## src/hw/fetch_pkg.sv

```systemverilog
`default_nettype none

package fetch_pkg;

    // Address and instruction geometry
    localparam int ADDR_W      = 16;
    localparam int INSTR_W     = 32;
    localparam int LINE_WORDS  = 4;
    localparam int LINE_OFS_W  = 2;
    localparam int BYTE_OFS_W  = 2;
    localparam int ID_W        = 4;
    localparam int LINE_W      = INSTR_W * LINE_WORDS;
    localparam int LINE_ADDR_W = ADDR_W - LINE_OFS_W - BYTE_OFS_W;

    // Memory tag field, wide enough for up to 16 entries
    localparam int TAG_W = 4;

    typedef logic [ADDR_W-1:0]      t_addr;
    typedef logic [LINE_ADDR_W-1:0] t_line_addr;
    typedef logic [ID_W-1:0]        t_fetch_id;
    typedef logic [LINE_OFS_W-1:0]  t_word_ofs;
    typedef logic [TAG_W-1:0]       t_mem_tag;

    // One line, seen flat for storage or as separate words for selection
    typedef union packed {
        logic [LINE_W-1:0]                   flat;
        logic [LINE_WORDS-1:0][INSTR_W-1:0]  words;
    } t_line;

    typedef struct packed {
        logic      valid;
        t_fetch_id id;
        t_addr     addr;
    } t_fetch_req;

    typedef struct packed {
        logic               valid;
        t_fetch_id          id;
        t_addr              pc;
        logic [INSTR_W-1:0] instr;
    } t_fetch_rsp;

    typedef struct packed {
        logic       valid;
        t_mem_tag   tag;
        t_line_addr line_addr;
    } t_mem_req;

    typedef struct packed {
        logic     valid;
        t_mem_tag tag;
        t_line    data;
    } t_mem_rsp;

    typedef struct packed {
        logic       valid;
        t_line_addr line_addr;
        t_line      data;
    } t_mem_load;

    // Request held by a miss entry; pf marks a fill with no response
    typedef struct packed {
        t_fetch_req req;
        logic       pf;
    } t_ent_info;

    function automatic t_line_addr line_of(t_addr a);
        return a[ADDR_W-1:LINE_OFS_W+BYTE_OFS_W];
    endfunction

    function automatic t_word_ofs word_of(t_addr a);
        return a[LINE_OFS_W+BYTE_OFS_W-1:BYTE_OFS_W];
    endfunction

    function automatic t_addr addr_of_line(t_line_addr l);
        return {l, {(LINE_OFS_W+BYTE_OFS_W){1'b0}}};
    endfunction

endpackage

`default_nettype wire

```

## src/hw/fb_entry.sv

```systemverilog
`timescale 1ns/1ps
`default_nettype none

module fb_entry (
    input  wire logic                  clk,
    input  wire logic                  reset,

    input  wire logic                  push,
    input  wire fetch_pkg::t_ent_info  push_info,
    output logic                       valid,
    output fetch_pkg::t_ent_info       info,

    output logic                       mem_req_rq,
    input  wire logic                  mem_req_gn,
    input  wire logic                  mem_rsp_hit,
    input  wire fetch_pkg::t_line      rsp_line,

    output logic                       fe_rsp_rq,
    input  wire logic                  fe_rsp_gn,
    output fetch_pkg::t_fetch_rsp      fe_rsp
);

    typedef enum logic [1:0] {
        ST_FREE,
        ST_REQ,
        ST_WAIT,
        ST_DLV
    } t_state;

    t_state           state;
    fetch_pkg::t_line line_q;

    always_ff @(posedge clk) begin
        if (reset) begin
            state <= ST_FREE;
        end else begin
            case (state)
                ST_FREE: if (push) state <= ST_REQ;
                ST_REQ:  if (mem_req_gn) state <= ST_WAIT;
                // Prefetch fills only update the buffer
                ST_WAIT: if (mem_rsp_hit) state <= info.pf ? ST_FREE : ST_DLV;
                ST_DLV:  if (fe_rsp_gn) state <= ST_FREE;
                default: state <= ST_FREE;
            endcase
        end
    end

    // Payload registers
    always_ff @(posedge clk) begin
        if (push && state == ST_FREE) begin
            info <= push_info;
        end
        if (mem_rsp_hit) begin
            line_q <= rsp_line;
        end
    end

    assign valid      = (state != ST_FREE);
    assign mem_req_rq = (state == ST_REQ);
    assign fe_rsp_rq  = (state == ST_DLV);

    always_comb begin
        fe_rsp       = '0;
        fe_rsp.valid = fe_rsp_rq;
        fe_rsp.id    = info.req.id;
        fe_rsp.pc    = info.req.addr;
        fe_rsp.instr = line_q.words[fetch_pkg::word_of(info.req.addr)];
    end

    // Allocation in fetch_buf must pick a free entry
    a_push_free: assert property (@(posedge clk) disable iff (reset) push |-> !valid)
        else $error("push to busy entry");

    // Line memory tags must only return to entries with a read in flight
    a_rsp_in_wait: assert property (@(posedge clk) disable iff (reset)
        mem_rsp_hit |-> state == ST_WAIT)
        else $error("memory response outside wait state");

endmodule

`default_nettype wire

```

## src/hw/next_line_pf.sv

```systemverilog
`timescale 1ns/1ps
`default_nettype none

module next_line_pf (
    input  wire logic                   clk,
    input  wire logic                   reset,
    input  wire fetch_pkg::t_fetch_req  fetch_req,
    output logic                        pf_rq,
    output fetch_pkg::t_line_addr       pf_line,
    input  wire logic                   pf_gn
);

    fetch_pkg::t_line_addr next_line;

    // Next line address wraps at the top
    assign next_line = fetch_pkg::line_of(fetch_req.addr) + 1'b1;

    // A newer demand request replaces a pending proposal
    always_ff @(posedge clk) begin
        if (reset) begin
            pf_rq <= 1'b0;
        end else if (fetch_req.valid) begin
            pf_rq <= 1'b1;
        end else if (pf_gn) begin
            pf_rq <= 1'b0;
        end
    end

    always_ff @(posedge clk) begin
        if (fetch_req.valid) begin
            pf_line <= next_line;
        end
    end

endmodule

`default_nettype wire

```

## src/hw/fetch_buf.sv

```systemverilog
`timescale 1ns/1ps
`default_nettype none

module fetch_buf #(
    parameter int NUM_SETS = 8,
    parameter int NUM_ENTS = 4
) (
    input  wire logic                   clk,
    input  wire logic                   reset,

    // Front end
    input  wire fetch_pkg::t_fetch_req  fetch_req,
    output logic                        fetch_ready,
    output fetch_pkg::t_fetch_rsp       fetch_rsp,

    // Line memory
    output fetch_pkg::t_mem_req         mem_req,
    input  wire fetch_pkg::t_mem_rsp    mem_rsp
);

    localparam int ENT_W = (NUM_ENTS > 1) ? $clog2(NUM_ENTS) : 1;
    localparam int SET_W = (NUM_SETS > 1) ? $clog2(NUM_SETS) : 1;

    typedef struct packed {
        logic                  valid;
        fetch_pkg::t_line_addr line_addr;
        fetch_pkg::t_line      data;
    } t_set;

    function automatic logic [NUM_ENTS-1:0] first_one(logic [NUM_ENTS-1:0] v);
        logic [NUM_ENTS-1:0] oh;
        logic                found;
        oh    = '0;
        found = 1'b0;
        for (int i = 0; i < NUM_ENTS; i++) begin
            if (v[i] && !found) begin
                oh[i] = 1'b1;
                found = 1'b1;
            end
        end
        return oh;
    endfunction

    function automatic logic [ENT_W-1:0] encode(logic [NUM_ENTS-1:0] oh);
        logic [ENT_W-1:0] idx;
        idx = '0;
        for (int i = 0; i < NUM_ENTS; i++) begin
            if (oh[i]) idx |= ENT_W'(i);
        end
        return idx;
    endfunction

    function automatic logic [SET_W-1:0] set_of(fetch_pkg::t_line_addr l);
        return SET_W'(l % NUM_SETS);
    endfunction

    t_set sets [NUM_SETS];

    fetch_pkg::t_line_addr req_line;
    t_set                  req_set;
    logic                  req_hit;
    logic                  req_miss;

    logic                  pf_rq;
    logic                  pf_gn;
    logic                  pf_push;
    logic                  pf_cover;
    logic                  pf_present;
    fetch_pkg::t_line_addr pf_line;
    t_set                  pf_set;

    logic [NUM_ENTS-1:0]   ent_valid;
    logic [NUM_ENTS-1:0]   ent_push;
    fetch_pkg::t_ent_info  ent_info [NUM_ENTS];
    fetch_pkg::t_ent_info  push_info;
    logic [NUM_ENTS-1:0]   ent_mem_rq;
    logic [NUM_ENTS-1:0]   ent_mem_gn;
    logic [NUM_ENTS-1:0]   ent_rsp_hit;
    logic [NUM_ENTS-1:0]   ent_fe_rq;
    logic [NUM_ENTS-1:0]   ent_fe_gn;
    fetch_pkg::t_fetch_rsp ent_fe_rsp [NUM_ENTS];

    logic [ENT_W-1:0]      mem_sel;
    logic [ENT_W-1:0]      fe_sel;
    logic [ENT_W-1:0]      rsp_sel;
    fetch_pkg::t_line_addr fill_line;
    fetch_pkg::t_fetch_rsp rsp_nxt;

    // Hit check
    assign req_line = fetch_pkg::line_of(fetch_req.addr);
    assign req_set  = sets[set_of(req_line)];
    assign req_hit  = fetch_req.valid && req_set.valid && req_set.line_addr == req_line;
    assign req_miss = fetch_req.valid && !req_hit;

    // Prefetch is dropped if the line is in flight or already buffered
    assign pf_set     = sets[set_of(pf_line)];
    assign pf_present = pf_set.valid && pf_set.line_addr == pf_line;
    always_comb begin
        pf_cover = 1'b0;
        for (int i = 0; i < NUM_ENTS; i++) begin
            if (ent_valid[i] && fetch_pkg::line_of(ent_info[i].req.addr) == pf_line) begin
                pf_cover = 1'b1;
            end
        end
    end

    assign fetch_ready = !(&ent_valid);
    assign pf_gn       = pf_rq && !req_miss && fetch_ready;
    assign pf_push     = pf_gn && !pf_cover && !pf_present;
    assign ent_push    = (req_miss || pf_push) ? first_one(~ent_valid) : '0;

    always_comb begin
        push_info          = '0;
        push_info.req      = fetch_req;
        push_info.pf       = 1'b0;
        if (!req_miss) begin
            push_info.req.valid = 1'b1;
            push_info.req.addr  = fetch_pkg::addr_of_line(pf_line);
            push_info.pf        = 1'b1;
        end
    end

    next_line_pf next_line_pf_u (
        .clk      (clk),
        .reset    (reset),
        .fetch_req(fetch_req),
        .pf_rq    (pf_rq),
        .pf_line  (pf_line),
        .pf_gn    (pf_gn)
    );

    for (genvar i = 0; i < NUM_ENTS; i++) begin : g_ent
        assign ent_rsp_hit[i] = mem_rsp.valid && mem_rsp.tag == fetch_pkg::TAG_W'(i);

        fb_entry fb_entry_u (
            .clk        (clk),
            .reset      (reset),
            .push       (ent_push[i]),
            .push_info  (push_info),
            .valid      (ent_valid[i]),
            .info       (ent_info[i]),
            .mem_req_rq (ent_mem_rq[i]),
            .mem_req_gn (ent_mem_gn[i]),
            .mem_rsp_hit(ent_rsp_hit[i]),
            .rsp_line   (mem_rsp.data),
            .fe_rsp_rq  (ent_fe_rq[i]),
            .fe_rsp_gn  (ent_fe_gn[i]),
            .fe_rsp     (ent_fe_rsp[i])
        );
    end

    // Memory request, lowest index first
    assign ent_mem_gn = first_one(ent_mem_rq);
    assign mem_sel    = encode(ent_mem_gn);
    always_comb begin
        mem_req           = '0;
        mem_req.valid     = |ent_mem_rq;
        mem_req.tag       = fetch_pkg::TAG_W'(mem_sel);
        mem_req.line_addr = fetch_pkg::line_of(ent_info[mem_sel].req.addr);
    end

    // Fill on every returning line
    assign rsp_sel   = mem_rsp.tag[ENT_W-1:0];
    assign fill_line = fetch_pkg::line_of(ent_info[rsp_sel].req.addr);

    always_ff @(posedge clk) begin
        if (reset) begin
            for (int s = 0; s < NUM_SETS; s++) begin
                sets[s].valid <= 1'b0;
            end
        end else if (mem_rsp.valid) begin
            sets[set_of(fill_line)].valid     <= 1'b1;
            sets[set_of(fill_line)].line_addr <= fill_line;
            sets[set_of(fill_line)].data      <= mem_rsp.data;
        end
    end

    // Hits win the response slot over entry delivery
    assign ent_fe_gn = req_hit ? '0 : first_one(ent_fe_rq);
    assign fe_sel    = encode(ent_fe_gn);

    always_comb begin
        rsp_nxt = '0;
        if (req_hit) begin
            rsp_nxt.valid = 1'b1;
            rsp_nxt.id    = fetch_req.id;
            rsp_nxt.pc    = fetch_req.addr;
            rsp_nxt.instr = req_set.data.words[fetch_pkg::word_of(fetch_req.addr)];
        end else if (|ent_fe_rq) begin
            rsp_nxt = ent_fe_rsp[fe_sel];
        end
    end

    always_ff @(posedge clk) begin
        fetch_rsp <= rsp_nxt;
        if (reset) begin
            fetch_rsp.valid <= 1'b0;
        end
    end

    // Front end must hold off while every entry is busy
    a_req_ready: assert property (@(posedge clk) disable iff (reset)
        fetch_req.valid |-> fetch_ready)
        else $error("fetch request while not ready");

endmodule

`default_nettype wire

```

## config.mk

```make
export PLATFORM = sky130hd
export DESIGN_NAME = fetch_buf
export DESIGN_NICKNAME = d
export VERILOG_FILES = /design/src/hw/fetch_pkg.sv /design/src/hw/fb_entry.sv /design/src/hw/next_line_pf.sv /design/src/hw/fetch_buf.sv
export SDC_FILE = /design/constraint.sdc
export NUM_CORES = 2
export LEC_CHECK = 0
export CORE_MARGIN = 1
export CORE_UTILIZATION = 35
export CTS_BUF_LIST = sky130_fd_sc_hd__clkbuf_16
export CTS_CLUSTER_DIAMETER = 30
export DETAILED_ROUTE_END_ITERATION = 16
export DONT_BUFFER_PORTS = 1
export MAX_ROUTING_LAYER = met4
export PLACE_DENSITY = 0.51
export SYNTH_ARGS = -nofsm -noshare
export SYNTH_HDL_FRONTEND = slang
export SYNTH_HIERARCHICAL = 1
export SYNTH_SLANG_ARGS = --single-unit
```

## constraint.sdc

```tcl
create_clock -name clk -period 18.15 [get_ports clk]
set_input_delay 3.63 -clock clk [delete_from_list [all_inputs] [get_ports clk]]
set_output_delay 3.63 -clock clk [all_outputs]
set_load 0.03 [all_outputs]
```

==> results.ini <==
[layout]
layout-drive-gt1-share=0.3182
area_growth_pct=21.68
fillers=17280
layout_common_cells=1728 x edfxtp_1, 493 x mux4_2, 405 x clkbuf_16, 102 x mux2i_1, 86 x nor2_1
layout.nets=3602
fin_util=0.4294
final_common_cell=edfxtp_1

[global_routing]
overflow=0
grt_pass1_wl_mm=261.6
grt_util_all_layers=0.1843
grt_start_max_net_pins=291
antenna_found_initial=4
grt_pass1_vias=36330

[clocking]
clkTransAtPathRegs_ps=40
htree_levels=5
postCtsHoldBufs=0
numCtsBuffers=400
post_cts_buffers=0
cts-resized-gates=0
clock_path_buffers=4
cts_root_buffer=clkbuf_16
cts_sinks=1798
cts_tree=built
clk_latency_ps=950

[route]
viasPerCell=5.234
dr_total_vias=33590
routed_wl_mm=182.3
firstDrtPassIters=12
drtIter0Drc=2809
wire_per_inst_um=28.40
post-route-drc-count=16
antenna_left=0

[floorplan]
num_io_pins=227
row_count=164
die_w_um=451.4
die_area_sq_mm=0.2037
core_area_sq_mm=0.2003
start_util=0.3529
die_y_um=451.4

[worst_setup_path]
cp-endpoint=mem_req[1]
reg2reg_slack_ps=13990
start_kind=flop
rr_startpoint=g_ent[2].fb_entry_u/fe_rsp[36]
crit_path_start=g_ent[0].fb_entry_u/state[0]
timing.rr.end=sets[6][17]
worstPathRequired_ps=14520
crit_fanout=25
cp-end-kind=primary output
critPathKind=reg2out
rr_worst_depth=5
arrival_ps=4080

[place]
io_buffers=0
finalWeightedCongestion=0.8091
pre_cts_slack_ps=10670
place_hpwl_mm=98.98

[power]
power.density_mw_per_mm2=144.4
ir_worst_vdd_uv=101.3
cellLeakagePower_nw=28.25

[logic_synthesis]
netlist_instances=3214
syn_area_sq_mm=0.07067
yosysWarnings=6
syn_area_per_cell_sq_um=21.99

[sta]
finClkSkew_ps=69.29
finalSetupViolCount=0
slew_violations=50
layout_setup_ws_ps=10440
post-route-min-period_ps=7705
fin_crit_sh=0.4245
max_freq_mhz=129.8
rsz0062_at_grt=false
finalSetupTns_ps=0
tightest_slew_ps=1599
relSlewSlack=-0.06584
finalHoldViolations=0

[min_path]
holdPathStages=1
hp-class=reg2reg

[job]
cap_violations=0

[status]
violations=design-rule violations, max-slew violations
status=finished with violations

stage by stage:
stage	hold WS [ps]	cells	area, sq um	power, mW
after floorplan	430.4	3215	70680	5.536
after global placement	447.6	5699	73100	5.695
after detailed placement	446.9	5699	73100	5.699
after CTS	456.8	6418	85990	12.54
after global routing	486.9	6419	85990	12.80
final	455.0	6419	85990	12.42
worst min-delay path by stage:
stage                  from           end
2_1_floorplan  sets[4][140]  sets[4][140]
3_3_place_gp   sets[4][140]  sets[4][140]
3_5_place_dp   sets[4][140]  sets[4][140]
4_1_cts        sets[4][140]  sets[4][140]
5_1_grt        sets[4][140]  sets[4][140]
6_report       sets[4][140]  sets[4][140]
registers in the layout (all words and copies together), names as in the netlist:
name                     count
fetch_rsp                   53
g_ent.fb_entry_u/fe_rsp     80
g_ent.fb_entry_u/info        4
g_ent.fb_entry_u/line_q    512
g_ent.fb_entry_u/state       8
next_line_pf_u/pf_line      12
next_line_pf_u/pf_rq         1
sets                      1128
power by group:
group	internal (mW)	switching (mW)	total (mW)
sequential	4.76	0.131	4.89
combinational	0.307	0.423	0.730
clock	4.59	2.20	6.80
layer usage:
metal | track usage | up-vias | routed length [um]
met4 | 0.05974 | 0 | 4634
met3 | 0.05009 | 301 | 13380
met5 | - | - | 0
met2 | 0.2934 | 1092 | 89690
met1 | 0.2280 | 18130 | 74580
li1 | - | 14080 | -
critical path, cell delays in order, from the launching register on:
cell      delay [ps]
dfxtp_1          440
nor2b_1          390
nand2b_1         530
inv_1            440
nor2_1           190
buf_4            300
a211oi_1         120
a31oi_1          750
cell type report:
class	instances	area, sq um	share of cell area
sequential	1798	53290	0.6197
multi-input combinational	1165	15950	0.1855
clock buffer	405	10130	0.1179
tap	2656	3323	0.03865
clock inverter	314	2753	0.03201
timing repair buffer	59	455.4	0.005296
inverter	21	80.08	0.0009312
antenna	1	2.502	0.00002910
(Power assumes the default switching activity.)
